**src/design/mem_pkg.sv**
```systemverilog
// Shared definitions for the game SDRAM sharing logic
// Region map, slot numbering and widths, and the request, command
// and response records passed between the slot, arbiter and return blocks
`default_nettype none

package mem_pkg;

    // SDRAM word address width
    localparam int sdram_aw = 22;

    // Region bases in the SDRAM, in 16-bit word units
    localparam logic [21:0] main_rom_offset = 22'h00_0000;
    localparam logic [21:0] sound_offset    = 22'h08_0000;
    localparam logic [21:0] gfx_offset      = 22'h0A_8000;
    localparam logic [21:0] ram_offset      = 22'h3A_8000;

    // Slot numbers, lower number wins arbitration
    localparam logic [1:0] slot_main_rom = 2'd0;
    localparam logic [1:0] slot_ram      = 2'd1;
    localparam logic [1:0] slot_gfx      = 2'd2;
    localparam logic [1:0] slot_sound    = 2'd3;
    localparam int         slot_count    = 4;

    // Client address widths
    localparam int main_rom_aw = 19;
    localparam int ram_aw      = 17;
    localparam int gfx_aw      = 20;
    localparam int sound_aw    = 16;

    // Client data widths
    localparam int main_rom_dw = 16;
    localparam int ram_dw      = 16;
    localparam int gfx_dw      = 32;
    localparam int sound_dw    = 8;

    // Address unit, as log2 of the unit size in bytes
    localparam int unit_byte = 0;
    localparam int unit_half = 1;
    localparam int unit_word = 2;

    // Arbiter FSM states
    localparam logic [1:0] st_idle = 2'd0;
    localparam logic [1:0] st_ack  = 2'd1;
    localparam logic [1:0] st_data = 2'd2;

    // SDRAM read word, low half and byte 0 at the lower address
    typedef union packed {
        logic [1:0][15:0] half;
        logic [3:0][7:0]  bytes;
    } sdram_word_t;

    typedef struct packed {
        logic                pending;
        logic                wr;
        logic [sdram_aw-1:0] addr;
        logic [1:0]          lane;
        logic [15:0]         din;
        logic [1:0]          wrmask;
    } slot_req_t;

    typedef struct packed {
        logic                req;
        logic                rnw;
        logic [sdram_aw-1:0] addr;
        logic [1:0]          wrmask;
        logic [15:0]         data;
    } sdram_cmd_t;

    typedef struct packed {
        logic        done;
        logic        valid;
        logic [31:0] data;
    } slot_resp_t;

endpackage

`default_nettype wire

```
**src/design/slot_cache.sv**
```systemverilog
// Slot front end with a one-entry cache
// Captures a missed request, forms its SDRAM address and keeps the
// returned word so that repeated reads of the same address hit at once
`default_nettype none

module slot_cache #(
    parameter logic [21:0] offset = 22'd0,
    parameter int          aw     = 16,
    parameter int          unit   = mem_pkg::unit_half
) (
    input  logic                   VB,
    input  logic                   rst_n,
    input  logic                   cs,
    input  logic [aw-1:0]          addr,
    input  logic                   wr,
    input  logic [15:0]            din,
    input  logic [1:0]             wrmask,
    input  logic                   flush,
    input  mem_pkg::slot_resp_t    resp,
    output mem_pkg::slot_req_t     req,
    output logic                   ok,
    output logic [(8 << unit)-1:0] dout
);

    logic [aw-1:0]          last_addr;
    logic                   last_wr;
    logic [15:0]            last_din;
    logic [1:0]             last_mask;
    logic [(8 << unit)-1:0] data;
    logic                   valid;
    logic                   written;
    logic                   pending;
    logic                   same;
    logic                   rd_hit;
    logic                   wr_hit;
    logic                   miss;
    logic [21:0]            scaled;
    logic [1:0]             lane;

    assign same   = addr == last_addr;
    assign rd_hit = cs && same && valid && !wr;
    // A finished write keeps answering while the client holds it
    assign wr_hit = cs && same && written && wr && din == last_din && wrmask == last_mask;
    assign ok     = rd_hit || wr_hit;
    assign miss   = cs && !ok && !pending;
    assign dout   = data;

    // Scale the client address into 16-bit SDRAM words
    always_comb begin
        if (unit == mem_pkg::unit_byte) begin
            scaled = 22'(last_addr >> 1);
            lane   = {1'b0, last_addr[0]};
        end else if (unit == mem_pkg::unit_word) begin
            scaled = 22'({last_addr, 1'b0});
            lane   = 2'd0;
        end else begin
            scaled = 22'(last_addr);
            lane   = 2'd0;
        end
    end

    assign req = '{
        pending: pending,
        wr:      last_wr,
        addr:    offset + scaled,
        lane:    lane,
        din:     last_din,
        wrmask:  last_mask
    };

    always_ff @(posedge VB or negedge rst_n) begin
        if (!rst_n) begin
            pending <= 1'b0;
            valid   <= 1'b0;
            written <= 1'b0;
        end else begin
            if (miss) begin
                pending <= 1'b1;
                valid   <= 1'b0;
                written <= 1'b0;
            end else if (resp.done) begin
                pending <= 1'b0;
                valid   <= resp.valid && !last_wr;
                written <= last_wr;
            end else if (written && !wr_hit) begin
                written <= 1'b0;
            end
            // ROM download in progress, forget everything
            if (flush) begin
                valid   <= 1'b0;
                written <= 1'b0;
            end
        end
    end

    always_ff @(posedge VB) begin
        if (miss) begin
            last_addr <= addr;
            last_wr   <= wr;
            last_din  <= din;
            last_mask <= wrmask;
        end
        if (resp.valid && !last_wr) begin
            data <= resp.data[(8 << unit)-1:0];
        end
    end

endmodule

`default_nettype wire

```
**src/design/slot_arbiter.sv**
```systemverilog
// Fixed-priority SDRAM arbiter
// Picks the lowest pending slot, holds its command through the
// req/ack handshake and waits for the data return before the next grant
`default_nettype none

module slot_arbiter (
    input  logic                                         VB,
    input  logic                                         rst_n,
    input  mem_pkg::slot_req_t [mem_pkg::slot_count-1:0] reqs,
    input  logic                                         downloading,
    input  logic                                         ack,
    input  logic                                         done,
    output mem_pkg::sdram_cmd_t                          cmd,
    output logic [1:0]                                   grant,
    output logic                                         refresh_en
);

    logic [1:0]  state;
    logic        any_pending;
    logic [1:0]  pick;
    logic        launch;
    logic        req_q;
    logic        rnw_q;
    logic [21:0] addr_q;
    logic [1:0]  mask_q;
    logic [15:0] data_q;

    // Lowest slot number wins
    always_comb begin
        any_pending = 1'b0;
        pick        = 2'd0;
        for (int i = mem_pkg::slot_count - 1; i >= 0; i--) begin
            if (reqs[i].pending) begin
                any_pending = 1'b1;
                pick        = 2'(i);
            end
        end
    end

    // No new access while the ROM loader owns the SDRAM
    assign launch     = state == mem_pkg::st_idle && any_pending && !downloading;
    assign refresh_en = state == mem_pkg::st_idle && !any_pending;

    assign cmd = '{
        req:    req_q,
        rnw:    rnw_q,
        addr:   addr_q,
        wrmask: mask_q,
        data:   data_q
    };

    always_ff @(posedge VB or negedge rst_n) begin
        if (!rst_n) begin
            state <= mem_pkg::st_idle;
            req_q <= 1'b0;
            grant <= 2'd0;
        end else begin
            case (state)
                mem_pkg::st_idle: begin
                    if (launch) begin
                        grant <= pick;
                        req_q <= 1'b1;
                        state <= mem_pkg::st_ack;
                    end
                end
                mem_pkg::st_ack: begin
                    if (ack) begin
                        req_q <= 1'b0;
                        state <= mem_pkg::st_data;
                    end
                end
                mem_pkg::st_data: begin
                    // Read data or write completion came back
                    if (done) begin
                        state <= mem_pkg::st_idle;
                    end
                end
                default: begin
                    state <= mem_pkg::st_idle;
                end
            endcase
        end
    end

    // Command snapshot, the slot may move on once it gets ok
    always_ff @(posedge VB) begin
        if (launch) begin
            rnw_q  <= !reqs[pick].wr;
            addr_q <= reqs[pick].addr;
            mask_q <= reqs[pick].wrmask;
            data_q <= reqs[pick].din;
        end
    end

endmodule

`default_nettype wire

```
**src/design/sdram_return.sv**
```systemverilog
// SDRAM read return path
// Aligns the read word to the granted slot's width and lane and
// hands it, registered, to that slot together with a done pulse
`default_nettype none

module sdram_return (
    input  logic                                          VB,
    input  logic                                          rst_n,
    input  logic                                          data_rdy,
    input  mem_pkg::sdram_word_t                          data_read,
    input  logic [1:0]                                    grant,
    input  logic [1:0]                                    lane,
    output mem_pkg::slot_resp_t [mem_pkg::slot_count-1:0] resps,
    output logic                                          done
);

    logic [31:0] aligned;
    logic [31:0] data_q;
    logic [1:0]  slot_q;
    logic        done_q;

    // Graphics takes the whole word, sound one byte, the CPUs the low half
    always_comb begin
        case (grant)
            mem_pkg::slot_gfx:   aligned = data_read;
            mem_pkg::slot_sound: aligned = {24'd0, data_read.bytes[lane]};
            default:             aligned = {16'd0, data_read.half[0]};
        endcase
    end

    always_ff @(posedge VB or negedge rst_n) begin
        if (!rst_n) begin
            done_q <= 1'b0;
            slot_q <= 2'd0;
        end else begin
            done_q <= data_rdy;
            if (data_rdy) begin
                slot_q <= grant;
            end
        end
    end

    always_ff @(posedge VB) begin
        if (data_rdy) begin
            data_q <= aligned;
        end
    end

    assign done = done_q;

    // Only the owner of the access sees the pulse
    always_comb begin
        for (int i = 0; i < mem_pkg::slot_count; i++) begin
            resps[i].done  = done_q && slot_q == 2'(i);
            resps[i].valid = done_q && slot_q == 2'(i);
            resps[i].data  = data_q;
        end
    end

endmodule

`default_nettype wire

```
**src/design/game_sdram_mux.sv**
```systemverilog
// Game SDRAM sharing top level
// Four client slots, each behind a one-entry cache, share one SDRAM
// controller through a fixed-priority arbiter and a lane-aligning return path
`default_nettype none

module game_sdram_mux (
    input  logic                            VB,
    input  logic                            rst_n,
    input  logic                            downloading,
    // Main CPU ROM
    input  logic                            main_rom_cs,
    input  logic [mem_pkg::main_rom_aw-1:0] main_rom_addr,
    output logic                            main_rom_ok,
    output logic [mem_pkg::main_rom_dw-1:0] main_rom_dout,
    // Main CPU work RAM
    input  logic                            ram_cs,
    input  logic [mem_pkg::ram_aw-1:0]      ram_addr,
    input  logic                            ram_wr,
    input  logic [15:0]                     ram_din,
    input  logic [1:0]                      ram_wrmask,
    output logic                            ram_ok,
    output logic [mem_pkg::ram_dw-1:0]      ram_dout,
    // Graphics ROM
    input  logic                            gfx_cs,
    input  logic [mem_pkg::gfx_aw-1:0]      gfx_addr,
    output logic                            gfx_ok,
    output logic [mem_pkg::gfx_dw-1:0]      gfx_dout,
    // Sound CPU ROM
    input  logic                            sound_cs,
    input  logic [mem_pkg::sound_aw-1:0]    sound_addr,
    output logic                            sound_ok,
    output logic [mem_pkg::sound_dw-1:0]    sound_dout,
    // SDRAM controller
    output logic                            sdram_req,
    input  logic                            sdram_ack,
    output logic [21:0]                     sdram_addr,
    output logic                            sdram_rnw,
    output logic [1:0]                      sdram_wrmask,
    output logic [15:0]                     data_write,
    input  logic                            data_rdy,
    input  logic [31:0]                     data_read,
    output logic                            refresh_en
);

    mem_pkg::slot_req_t  [mem_pkg::slot_count-1:0] slot_reqs;
    mem_pkg::slot_resp_t [mem_pkg::slot_count-1:0] slot_resps;
    mem_pkg::sdram_cmd_t                           cmd;
    logic [1:0]                                    grant;
    logic                                          ret_done;

    assign sdram_req    = cmd.req;
    assign sdram_rnw    = cmd.rnw;
    assign sdram_addr   = cmd.addr;
    assign sdram_wrmask = cmd.wrmask;
    assign data_write   = cmd.data;

    slot_cache #(
        .offset (mem_pkg::main_rom_offset),
        .aw     (mem_pkg::main_rom_aw),
        .unit   (mem_pkg::unit_half)
    ) u_main_rom (
        .VB     (VB),
        .rst_n  (rst_n),
        .cs     (main_rom_cs),
        .addr   (main_rom_addr),
        .wr     (1'b0),
        .din    (16'd0),
        .wrmask (2'b11),
        .flush  (downloading),
        .resp   (slot_resps[mem_pkg::slot_main_rom]),
        .req    (slot_reqs[mem_pkg::slot_main_rom]),
        .ok     (main_rom_ok),
        .dout   (main_rom_dout)
    );

    // Work RAM is the only slot that writes
    slot_cache #(
        .offset (mem_pkg::ram_offset),
        .aw     (mem_pkg::ram_aw),
        .unit   (mem_pkg::unit_half)
    ) u_ram (
        .VB     (VB),
        .rst_n  (rst_n),
        .cs     (ram_cs),
        .addr   (ram_addr),
        .wr     (ram_wr),
        .din    (ram_din),
        .wrmask (ram_wrmask),
        .flush  (downloading),
        .resp   (slot_resps[mem_pkg::slot_ram]),
        .req    (slot_reqs[mem_pkg::slot_ram]),
        .ok     (ram_ok),
        .dout   (ram_dout)
    );

    slot_cache #(
        .offset (mem_pkg::gfx_offset),
        .aw     (mem_pkg::gfx_aw),
        .unit   (mem_pkg::unit_word)
    ) u_gfx (
        .VB     (VB),
        .rst_n  (rst_n),
        .cs     (gfx_cs),
        .addr   (gfx_addr),
        .wr     (1'b0),
        .din    (16'd0),
        .wrmask (2'b11),
        .flush  (downloading),
        .resp   (slot_resps[mem_pkg::slot_gfx]),
        .req    (slot_reqs[mem_pkg::slot_gfx]),
        .ok     (gfx_ok),
        .dout   (gfx_dout)
    );

    slot_cache #(
        .offset (mem_pkg::sound_offset),
        .aw     (mem_pkg::sound_aw),
        .unit   (mem_pkg::unit_byte)
    ) u_sound (
        .VB     (VB),
        .rst_n  (rst_n),
        .cs     (sound_cs),
        .addr   (sound_addr),
        .wr     (1'b0),
        .din    (16'd0),
        .wrmask (2'b11),
        .flush  (downloading),
        .resp   (slot_resps[mem_pkg::slot_sound]),
        .req    (slot_reqs[mem_pkg::slot_sound]),
        .ok     (sound_ok),
        .dout   (sound_dout)
    );

    slot_arbiter u_arbiter (
        .VB          (VB),
        .rst_n       (rst_n),
        .reqs        (slot_reqs),
        .downloading (downloading),
        .ack         (sdram_ack),
        .done        (ret_done),
        .cmd         (cmd),
        .grant       (grant),
        .refresh_en  (refresh_en)
    );

    // Granted slot holds its request until done, so its lane is stable
    sdram_return u_return (
        .VB        (VB),
        .rst_n     (rst_n),
        .data_rdy  (data_rdy),
        .data_read (data_read),
        .grant     (grant),
        .lane      (slot_reqs[grant].lane),
        .resps     (slot_resps),
        .done      (ret_done)
    );

endmodule

`default_nettype wire

```
**config.mk**
```make
export PLATFORM = sky130hd
export DESIGN_NAME = game_sdram_mux
export DESIGN_NICKNAME = d
export VERILOG_FILES = /design/src/design/mem_pkg.sv /design/src/design/slot_cache.sv /design/src/design/slot_arbiter.sv /design/src/design/sdram_return.sv /design/src/design/game_sdram_mux.sv
export SDC_FILE = /design/constraint.sdc
export NUM_CORES = 1
export LEC_CHECK = 0
export ABC_CLOCK_PERIOD_IN_PS = 4900
export BUFFER_PORTS_ARGS = -buffer_cell sky130_fd_sc_hd__buf_4
export CAP_MARGIN = 20
export CORE_MARGIN = 4
export CORE_UTILIZATION = 57
export DETAILED_ROUTE_END_ITERATION = 8
export PLACE_DENSITY = 0.95
export RECOVER_POWER = 100
export REMOVE_ABC_BUFFERS = 1
export SKIP_LAST_GASP = 1
export SYNTH_ARGS = -nofsm -noshare
export SYNTH_HDL_FRONTEND = slang
export SYNTH_SLANG_ARGS = --single-unit
```
**constraint.sdc**
```tcl
create_clock -name VB -period 4.9 [get_ports VB]
set_input_delay 1.225 -clock VB [delete_from_list [all_inputs] [get_ports VB]]
set_output_delay 1.225 -clock VB [all_outputs]
set_load 0.05 [all_outputs]
```
# Yosys cells after proc, flatten, opt, wreduce, memory -nomap -nowiden
# Index checks and enable logic that the tools add are counted.
[word_totals]
reg_bits = 253
latchBits = 0
ram_bits = 0
rom_bits = 0
inputBits = 132
wordCells = 158
n_memories = 0
[op_classes]
add_sub_neg = 3
multipliers = 0
div = 0
order_cmp = 3
n_eq_ne = 16
shift = 0
n_mux = 46
bitwise = 0
reduce_logical = 60
[op_table]
columns = ["cell", "n"]
rows = [
  ["44-bit binary-select mux with 2-bit select", 2],
  ["32-bit case mux with 2 select lines", 1],
  ["43-bit two-way mux", 1],
  ["16-bit equality test", 2],
  ["1-bit logical AND", 30],
  ["1-bit two-way mux", 30],
  ["20-bit by 21-bit adder with 22-bit output, first input constant", 1],
  ["20-bit by 15-bit adder with 21-bit output, first input constant", 1],
  ["20-bit by 18-bit adder with 21-bit output, first input constant", 1],
  ["20-bit equality test", 1],
  ["20-bit two-way mux", 1],
  ["19-bit equality test", 1],
  ["17-bit equality test", 1],
  ["8-bit binary-select mux with 2-bit select", 1],
  ["1-bit logical NOT", 14],
  ["2-bit two-way mux", 7],
  ["3-bit nonzero test", 4],
  ["2-bit equality test, second input constant", 5],
  ["2-bit nonzero test", 5],
  ["2-bit by 3-bit < comparator with 1-bit output, second input constant", 3],
  ["8-bit two-way mux", 1],
  ["2-bit case mux with 3 select lines", 1],
  ["3-bit AND reduction", 2],
  ["2-bit by 1-bit equality test with 1-bit output, second input constant", 2],
  ["other kinds (8)", 10],
]

# Logic depth before layout (Yosys ltp)
# Gate-level depths: netlist of the first run.
[logic_depth]
ltp_word = 12
ltp_mapped = 6
ltp_nobuf = 6

# Hierarchy
# From an unflattened synthesis of the first run, not the netlist that was laid out.
[hier_totals]
cells_unflattened = 1080
area_unflattened_um2 = 15014.4
[modules_own_cells]
columns = ["module", "n_inst", "cells_per_inst", "area_each_um2", "seq_area_each_um2"]
rows = [
  ["slot_cache at u_gfx", 1, 172, 2965.3, 2207.1],
  ["slot_arbiter", 1, 268, 2915.3, 1356.3],
  ["sdram_return", 1, 219, 2387.3, 1036.0],
  ["slot_cache at u_main_rom", 1, 140, 2346.0, 1696.6],
  ["slot_cache at u_ram", 1, 144, 2339.7, 1636.6],
  ["slot_cache at u_sound", 1, 133, 2000.7, 1366.3],
  ["game_sdram_mux", 1, 4, 60.1, 0.0],
]

# Worst setup path after synthesis of the first run
# OpenSTA, ideal clock, no wires.
[synth_timing]
path_kind = "in2reg"
from = "in gfx_addr[14] (netlist name)"
to = "reg u_gfx.pending"
setup_ns = 0.195
arrival_time_ns = 4.574
slack_ns = 0.130
cell_stages = 6
n_path_buf = 0
cell_sequence = "xor2_1 > nor4_1 > nand4_1 > nor4_1 > nor3b_1 > o21bai_1"
[synth_via]
elab_chain_cells = 7
elab_cells_between_ends = 8
cone_classes = "1 x eq/ne; 1 x mux; 6 x reduce/logical"
[synth_lines]
columns = ["element", "line", "rtl"]
rows = [
  ["from (decl)", "game_sdram_mux.sv:25", "input logic [mem_pkg::gfx_aw-1:0] gfx_addr,"],
  ["20-bit equality test (*)", "slot_cache.sv:40", "assign same = addr == last_addr;"],
  ["1-bit logical AND (*) (2 in a row)", "slot_cache.sv:41", "assign rd_hit = cs && same && valid && !wr;"],
  ["named net gfx_ok", "game_sdram_mux.sv:26", "output logic gfx_ok,"],
  ["1-bit logical NOT (*)", "slot_cache.sv:45", "assign miss = cs && !ok && !pending;"],
  ["1-bit logical AND (*) (2 in a row)", "slot_cache.sv:45", ""],
  ["named net u_gfx.miss", "slot_cache.sv:36", "logic miss;"],
  ["1-bit two-way mux or 2-bit nonzero test (tied branches)", "-", ""],
  ["to (signal assigned)", "slot_cache.sv:73", "pending <= 1'b0;"],
  ["to (signal assigned)", "slot_cache.sv:78", "pending <= 1'b1;"],
  ["to (signal assigned)", "slot_cache.sv:82", "pending <= 1'b0;"],
  ["to (decl)", "slot_cache.sv:32", "logic pending;"],
]
# Mark *: on every way through the listed nets, which the timed path passes. The rest lies on a longest branch.
# A chain may end at the register's enable or synchronous reset.

# Final worst setup path of the first run
[layout_timing]
from = "in main_rom_addr[9] (netlist name)"
to = "out main_rom_ok"
[layout_via]
elab_chain_cells = 3
[layout_lines]
columns = ["element", "line", "rtl"]
rows = [
  ["from (decl)", "game_sdram_mux.sv:12", "input logic [mem_pkg::main_rom_aw-1:0] main_rom_addr,"],
  ["19-bit equality test", "slot_cache.sv:40", ""],
  ["1-bit logical AND (2 in a row)", "slot_cache.sv:41", ""],
  ["to (decl)", "game_sdram_mux.sv:13", "output logic main_rom_ok,"],
]
# No other way between the ends.

==> impl_metrics.toml, run 1 <==
[status]
status = "finished, violations left"
violations = "capacitance limit, slew limit"

[detailed_routing]
vias = 6026
postRouteAntennaNets = 0
vias_per_cell = 5.65
route.detailed.drc = 0
drt_iter0_markers = 521
route.detailed.wl_per_inst_microns = 22.8
drtPass1Iterations = 7
drt-total-wl_mm = 24.3

[critical_path]
cp-end-kind = "output port"
crit_path_cell_trace = "clkbuf_1, xnor2_1, nand4_1, or4_1, nor4_1, clkbuf_1"
critical_path_required_ns = 3.67
crit_cells = 6
rr_worst_depth = 6
cpPeakStageDelay_ns = 0.56
worstPathMaxFanout = 2
critPathSlowestCell = "clkbuf_1"
cp_num_buf_inv = 2
crit_path_start = "main_rom_addr[9]"
rr_endpoint = "u_main_rom.last_addr[13]"
crit_type = "input port to output port"
start_kind = "input port"
cpLargestDelayFamily = "simple AND/OR/NAND/NOR gates"
r2r_start = "u_main_rom.last_addr[9]"
endpoint = "main_rom_ok"
reg2reg_slack_ns = 1.51
cp.arrival_ns = 3.21
crit_top_cell = "clkbuf_1"

[power]
max-vdd-ir-drop_mv = 0.396
finalPower_mw = 6.93
power_leakage_nw = 4.03
pwr_density_cell_nw_per_um2 = 578

[global_routing]
grt_pass1_wl_mm = 36.5
grt_max_degree = 43
grt_pass1_vias = 6234
overflow = 0
antenna_found_initial = 1
grt_usage_pct = 24.5

[synth]
synth_warnings = 0
syn_inst = 551
yosysTopAreaCellShare_pct = 72.2
syn_area_sq_um = 9820
synth_area_per_cell_sq_um = 17.8
synth_area_leaders = "edfxtp_1 72%, xnor2_1 4.8%, dfrtp_1 4.3%, xor2_1 3.6%, mux4_2 3.0%"
ys_async_sr_fraction_pct = 6.72
synth_edf_count = 236
synth_area_leader_cell = "edfxtp_1"
yosysSeqAreaShare_pct = 76.5
ys.flop_type = "edfxtp_1"
synth-seq-cells = 253
synthDistinctLibCells = 40

[sta]
fin_setup_tns_ns = 0
drv_slew = 187
fmax_mhz = 225
worst_pin_slew_ns = 3.01
rsz0062_at_grt = "false"
fin_worst_skew_ns = 0.0220
hold_violations = 0
slew_headroom_pct = -101
setup_viol = 0
min_period_over_period_pct = 90.5
final.min_clock_period_ns = 4.44

[clocking]
path_clk_slew_ns = 0.06
clkLatencyLatePin_ns = 0.52
clock_path_buffers = 3
post_cts_buffers = 0
cts_tree = "built"
cts_buffers = 25
cts-root-buf = "clkbuf_16"
htreeDepth = 1
clkSinkCount = 253
hold_buffers = 0
cts_resized = 0

[placement]
gp_congestion = 0.855
dp_hpwl_mm = 17.3
portBuffers = 250

[floorplanning]
dieWidth_microns = 139
coreArea_sq_um = 16800
rows = 47
fp.dieH_microns = 139
die_area_sq_um = 19400
start_util_pct = 58.6
pin_count = 251

[cells_and_area]
layout-drive-gt1-share_pct = 12.2
n_antenna_cell = 0
nets = 964
area_delta_synth_final_pct = 22.1

[job]
maxCapViolCount = 6

[min_path]
hp-class = "flip-flop to flip-flop"
-- cell usage after synthesis, types with 3 or more instances --
library cell	count
nor3b_1	5
a21oi_1	5
edfxtp_1	236
dfrtp_1	17
xnor2_1	54
nor4_1	12
nor3_1	5
nand2b_1	8
mux4_2	13
xor2_1	40
and2_1	41
o21ai_0	8
mux2i_1	3
nand3_1	6
nor2_1	13
inv_1	7
clkbuf_1	4
nor2b_1	3
nand4_1	14
nand2_1	21
mux2_2	10
-- cells in the final DEF (no fill, tap or decap), drive strengths merged, types with 2 or more instances in the layout --
cell,count
buf,38
nand3,6
xnor2,54
nor3b,5
dfrtp,17
o21bai,2
xor2,40
bufinv,3
clkbuf,251
o21ai,8
nor4,13
nand2b,8
a31o,2
ha,2
inv,9
nor2,13
nand4,14
a21oi,5
mux4,14
edfxtp,236
nor3,6
and2,41
a21o,2
mux2i,3
clkinv,8
nand2,21
nor2b,3
o22ai,2
or4,2
mux2,10
-- report_power, final --
group          switching (mW)  internal [mW]
sequential              0.256           2.97
combinational            1.36          0.483
clock                   0.764           1.09
total                    2.38           4.55
-- metrics by stage --
step	worst slack, ns	util, %	cell area (sq um)	instances	hold slack [ns]
6_report	0.464	71.5	12000	1066	0.418
3_3_place_gp	0.952	71.8	12000	1022	0.400
3_5_place_dp	0.923	71.9	12000	1023	0.405
4_1_cts	0.823	76.5	12800	1066	0.420
2_1_floorplan	0.130	-	9790	544	0.400
5_1_grt	0.377	71.5	12000	1066	0.431
-- layout make-up --
| class | count | area (sq um) |
|---|---|---|
| Tap cell | 220 | 275 |
| Clock buffer | 30 | 644 |
| Fill cell | 1224 | 4780 |
| Timing Repair Buffer | 259 | 1140 |
| Sequential cell | 253 | 7510 |
| Clock inverter | 13 | 140 |
| Inverter | 7 | 26.3 |
| Multi-Input combinational cell | 284 | 2250 |
-- state kept, by name, indices dropped and copies added (netlist names), 17 cells and up --
register              cells
u_arbiter.addr_q         22
u_ram.last_addr          17
u_main_rom.last_addr     19
u_gfx.last_addr          20
u_gfx.dout               32
u_return.data_q          32
-- cells by family (layout without fill, tap and decap cells) --
group	count (synthesis)	count (layout)	share of synthesized area (%)
and+or+nand+nor	135	135	7.80
buffers and inverters	14	309	0.599
DFF	253	253	76.5
muxes	27	27	4.70
AOI/OAI and AO/OA	26	26	1.75
adders and majority gates	2	2	0.255
xor gates and xnor gates	94	94	8.39
-- how the worst min path moves through the flow --
stage / to / cells past startpoint / slack (ns) / start
after floorplan: u_gfx.dout[16] / 0 / 0.40 / u_return.data_q[16]
final: u_gfx.dout[27] / 0 / 0.42 / u_return.data_q[27]
after global placement: u_gfx.dout[21] / 0 / 0.40 / u_return.data_q[21]
after detailed placement: u_gfx.dout[27] / 0 / 0.41 / u_return.data_q[27]
after CTS: u_gfx.dout[27] / 0 / 0.42 / u_return.data_q[27]
after global routing: u_gfx.dout[25] / 0 / 0.43 / u_return.data_q[25]
-- per-layer routing --
layer	track usage [%]	wire, microns	vias up
met5	0	13	-
met4	7.11	777	2
met3	7.00	2550	57
met2	41.6	11900	389
met1	31.1	9060	2945
li1	-	-	2633
Power figures use the tool's default switching activity.
==> inputs of run 2 (changes only) <==
--- a/config.mk
+++ b/config.mk
@@ -9,9 +9,9 @@
 export BUFFER_PORTS_ARGS = -buffer_cell sky130_fd_sc_hd__buf_4
 export CAP_MARGIN = 20
 export CORE_MARGIN = 4
-export CORE_UTILIZATION = 57
+export CORE_UTILIZATION = 45
 export DETAILED_ROUTE_END_ITERATION = 8
-export PLACE_DENSITY = 0.95
+export PLACE_DENSITY = 0.8
 export RECOVER_POWER = 100
 export REMOVE_ABC_BUFFERS = 1
 export SKIP_LAST_GASP = 1
==> run 2 against run 1 <==
The run still ends with capacitance limit, slew limit left; critical path depth unchanged; first-iteration DRC count down 40%; sequential share of layout area down 0.34 points; sequential power about the same; total power up 0.47%; maximum frequency up 1.8%; critical path type unchanged; largest cell class unchanged.
==> impl_metrics.toml, run 2 (synthesis gave the netlist of run 1 again) <==
[sta]
fin_setup_tns_ns = 0
worst_slack_ns = 0.540
fmax_mhz = 229
fin_worst_skew_ns = 0.0210
drv_slew = 122
final.min_clock_period_ns = 4.36
slew_headroom_pct = -105
setup_viol = 0
hold_violations = 0
rsz0062_at_grt = "false"
min_period_over_period_pct = 89.0
worst_pin_slew_ns = 3.07

[clocking]
cts_resized = 0
clkLatencyLatePin_ns = 0.52
cts_buffers = 25
hold_buffers = 0
clkSinkCount = 253
htreeDepth = 1
clock_path_buffers = 3
post_cts_buffers = 0
cts_tree = "built"
path_clk_slew_ns = 0.06
cts-root-buf = "clkbuf_16"

[placement]
dp.cells = 1079
pre_cts_slack_ns = 0.863
gp_congestion = 0.817
dp_hpwl_mm = 17.6
portBuffers = 250

[detailed_routing]
vias_per_cell = 5.16
vias = 5797
postRouteAntennaNets = 0
drt_iter0_markers = 312
route.detailed.wl_per_inst_microns = 21.1
route.detailed.drc = 0
drt-total-wl_mm = 23.8
drtPass1Iterations = 5

[critical_path]
crit_path_start = "main_rom_addr[9]"
cp-end-kind = "output port"
r2r_start = "u_main_rom.last_addr[18]"
critical_path_required_ns = 3.67
start_kind = "input port"
cp.arrival_ns = 3.13
worstPathMaxFanout = 2
crit_type = "input port to output port"

[power]
finalPower_mw = 6.96
power_switching_mw = 2.37
intPower_mw = 4.59
pwr_density_cell_nw_per_um2 = 578
p_comb_share_pct = 26.2
max-vdd-ir-drop_mv = 0.300
power_frac_seq_pct = 46.1
p_sw_share_pct = 34.0
power_leakage_nw = 4.01
pwr-share-clk_pct = 27.7

[status]
status = "finished, violations left"
violations = "capacitance limit, slew limit"

[min_path]
hold_path.startpoint = "u_return.data_q[31]"
hp-class = "flip-flop to flip-flop"

[global_routing]
overflow = 0
antenna_found_initial = 0
grt_pass1_vias = 5903
grt_pass1_wl_mm = 34.7
grt_usage_pct = 18.8
grt_max_degree = 39

[floorplanning]
pin_count = 251
rows = 53
die_area_sq_um = 24200
start_util_pct = 46.3
fp.dieH_microns = 156
dieWidth_microns = 156
coreArea_sq_um = 21200

[job]
maxCapViolCount = 4

[cells_and_area]
fin_cells = 1124
layout-drive-gt1-share_pct = 11.2
nFillCells = 1816
nets = 965
n_antenna_cell = 0
final_common_cell = "edfxtp_1"
final_cell_mix = "236 x edfxtp_1, 228 x clkbuf_1, 54 x xnor2_1, 40 x xor2_1, 30 x buf_4"
area_delta_synth_final_pct = 22.7
-- run 2: worst max-delay path, cell delays in order --
cell      delay (ns)
clkbuf_1        0.11
xnor2_1         0.26
nand4_1         0.12
or4_1           0.43
nor4_1          0.42
clkbuf_1        0.56
-- run 2: area by class of cell --
class,count,area [sq um],area share [%]
timing repair buffer,260,1110,9.22
multi-input combinational,284,2230,18.5
tap,275,344,2.86
inverter,7,26.3,0.218
sequential,253,7510,62.3
clock buffer,29,641,5.32
clock inverter,16,184,1.53
-- run 2: per-layer routing --
layer,GRT usage (%),up-vias,wire (microns)
met2,31.5,300,11700
met3,3.69,37,2160
li1,-,2640,-
met4,5.79,0,584
met1,25.0,2820,9360
met5,0,-,0
-- run 2: power by group through the flow --
| stage | combinational [mW] | clock [mW] | sequential, mW |
|---|---|---|---|
| after detailed placement | 2.07 | 0 | 3.25 |
| final | 1.83 | 1.93 | 3.21 |
| after CTS | 2.08 | 1.96 | 3.21 |
| after global placement | 2.04 | 0 | 3.23 |
| after floorplan | 0.698 | 0 | 3.84 |
| after global routing | 1.95 | 2.06 | 3.25 |
-- run 2: path summary, 6_finish.rpt --
check / slack [ns] / endpoint / cells past startpoint
max reg2reg: 1.64 / u_main_rom.last_addr[9] / 5
max in group asynchronous: 3.49 / u_arbiter.state[1] / 1
min reg2reg: 0.41 / u_gfx.dout[31] / 0
max: 0.54 / main_rom_ok / 6
min in group asynchronous: 0.82 / u_gfx.pending / 1
min: 0.41 / u_gfx.dout[31] / 0
-- run 2: metrics by stage --
stage | util [%] | hold slack (ns) | cell area [sq um]
final | 56.8 | 0.413 | 12100
after global routing | 56.8 | 0.417 | 12100
after CTS | 61.0 | 0.415 | 12900
after detailed placement | 57.1 | 0.405 | 12100
after global placement | 57.1 | 0.401 | 12100
after floorplan | - | 0.400 | 9790
==> inputs of run 3 (changes only) <==
--- a/config.mk
+++ b/config.mk
@@ -6,12 +6,12 @@
 export NUM_CORES = 1
 export LEC_CHECK = 0
 export ABC_CLOCK_PERIOD_IN_PS = 4900
-export BUFFER_PORTS_ARGS = -buffer_cell sky130_fd_sc_hd__buf_4
+export BUFFER_PORTS_ARGS = -buffer_cell sky130_fd_sc_hd__buf_2
 export CAP_MARGIN = 20
 export CORE_MARGIN = 4
 export CORE_UTILIZATION = 45
 export DETAILED_ROUTE_END_ITERATION = 8
-export PLACE_DENSITY = 0.8
+export PLACE_DENSITY_LB_ADDON = 0.25
 export RECOVER_POWER = 100
 export REMOVE_ABC_BUFFERS = 1
 export SKIP_LAST_GASP = 1
==> run 3 against run 2 <==
The run still ends with capacitance limit, slew limit left; highest routed layer is now met5; cell area down 0.15%; worst hold slack gained 0.0062 ns; die area unchanged; critical endpoint unchanged; critical path type unchanged; utilization is 0.083 points lower; flip-flop and latch count did not move; maximum frequency shrank 1.1%; clock-buffer cell count up 2; worst setup slack worse by 0.049 ns; sequential power barely moved.
==> impl_metrics.toml, run 3 (synthesis gave the netlist of run 1 again) <==
[clocking]
cts_tree = "built"
cts_buffers = 26
post_cts_buffers = 0
cts-root-buf = "clkbuf_16"
path_clk_slew_ns = 0.06
htreeDepth = 1
clkSinkCount = 253
hold_buffers = 0
clkLatencyLatePin_ns = 0.52
cts_resized = 0
clock_path_buffers = 3

[placement]
portBuffers = 250
gp_congestion = 0.858
pre_cts_slack_ns = 0.731
dp_hpwl_mm = 17.2

[global_routing]
grt_usage_pct = 18.7
grt_pass1_wl_mm = 35.0
grt_pass1_vias = 6103
overflow = 0
antenna_found_initial = 1
grt_max_degree = 39

[detailed_routing]
route.detailed.wl_per_inst_microns = 20.8
drtPass1Iterations = 5
route.detailed.drc = 0
postRouteAntennaNets = 0
drt-total-wl_mm = 23.4
vias_per_cell = 5.08
vias = 5717
drt_iter0_markers = 350

[sta]
drv_slew = 110
slew_headroom_pct = -106
worst_pin_slew_ns = 3.08
final.min_clock_period_ns = 4.41
hold_violations = 0
setup_viol = 0
fin_worst_skew_ns = 0.0186
worst_slack_ns = 0.491
fin_setup_tns_ns = 0
fmax_mhz = 227
min_period_over_period_pct = 90.0
rsz0062_at_grt = "false"

[critical_path]
worstPathMaxFanout = 2
cp-end-kind = "output port"
critPathSlowestCell = "clkbuf_1"
cp_num_buf_inv = 2
crit_path_cell_trace = "clkbuf_1, xnor2_1, nand4_1, or4_1, nor4_1, clkbuf_1"
start_kind = "input port"
critical_path_required_ns = 3.67
crit_type = "input port to output port"
cp.arrival_ns = 3.18
cpPeakStageDelay_ns = 0.52
crit_top_cell = "clkbuf_1"
cpLargestDelayFamily = "simple AND/OR/NAND/NOR gates"

[power]
power_leakage_nw = 4.01
pwr_density_cell_nw_per_um2 = 585
finalPower_mw = 7.04
max-vdd-ir-drop_mv = 0.329

[cells_and_area]
final_cell_mix = "236 x edfxtp_1, 225 x clkbuf_1, 54 x xnor2_1, 40 x xor2_1, 39 x buf_2"
area_delta_synth_final_pct = 22.6
multi_input_area_sq_um = 2240
layout-drive-gt1-share_pct = 12.7
final_common_cell = "edfxtp_1"
seq_area_sq_um = 7510
nets = 967
n_antenna_cell = 0
nFillCells = 1790

[floorplanning]
coreArea_sq_um = 21200
fp.dieH_microns = 156
die_area_sq_um = 24200
dieWidth_microns = 156
start_util_pct = 46.3
rows = 53
pin_count = 251

[status]
status = "finished, violations left"
violations = "capacitance limit, slew limit"

[job]
maxCapViolCount = 3

[min_path]
hp-class = "flip-flop to flip-flop"
run 3: changes by cell type in the layout (fill, tap and decap cells not counted), sizes merged:
cell	delta
buf	+10
inv	-2
clkinvlp	+1
clkbuf	-7
run 3: metal layers:
layer	wire, microns	vias up	track usage [%]
met5	8	-	0
li1	-	2649	-
met1	9400	2785	24.3
met2	11600	253	32.2
met4	367	2	4.34
met3	2050	28	4.41
run 3: path summary, 6_finish.rpt:
path	startpoint	to	slack [ns]	cells after the start
worst max-delay path	main_rom_addr[9]	main_rom_ok	0.49	6
worst min-delay path	u_return.data_q[22]	u_gfx.dout[22]	0.42	0
worst max register to register	u_return.slot_q[1]	u_gfx.dout[13]	1.66	2
worst min register to register	u_return.data_q[22]	u_gfx.dout[22]	0.42	0
max in group asynchronous	rst_n	u_gfx.valid	3.53	1
min in group asynchronous	rst_n	u_return.done	0.80	1
run 3: final cells by class:
| class | instances | area share [%] |
|---|---|---|
| sequential | 253 | 62.4 |
| multi-input combinational | 284 | 18.7 |
| timing repair buffer | 261 | 8.58 |
| clock buffer | 31 | 5.74 |
| tap | 275 | 2.86 |
| clock inverter | 15 | 1.52 |
| inverter | 7 | 0.218 |
run 3: worst reg2reg max path, cell delays in order (launching register included):
cell,delay [ns]
dfrtp_1,0.43
nand2_1,0.08
nor2_1,2.25
run 3: power breakdown:
part / switching [mW] / internal [mW]
sequential: 0.240 / 2.97
clock: 0.792 / 1.21
combinational: 1.35 / 0.471
total: 2.38 / 4.65
run 3: metrics by stage:
step | util, % | hold slack [ns] | cells | cell area, sq um
3_3_place_gp | 54.1 | 0.402 | 1078 | 11500
5_1_grt | 56.7 | 0.426 | 1126 | 12000
3_5_place_dp | 54.2 | 0.405 | 1079 | 11500
6_report | 56.7 | 0.419 | 1126 | 12000
4_1_cts | 58.3 | 0.419 | 1125 | 12400
2_1_floorplan | - | 0.400 | 544 | 9790
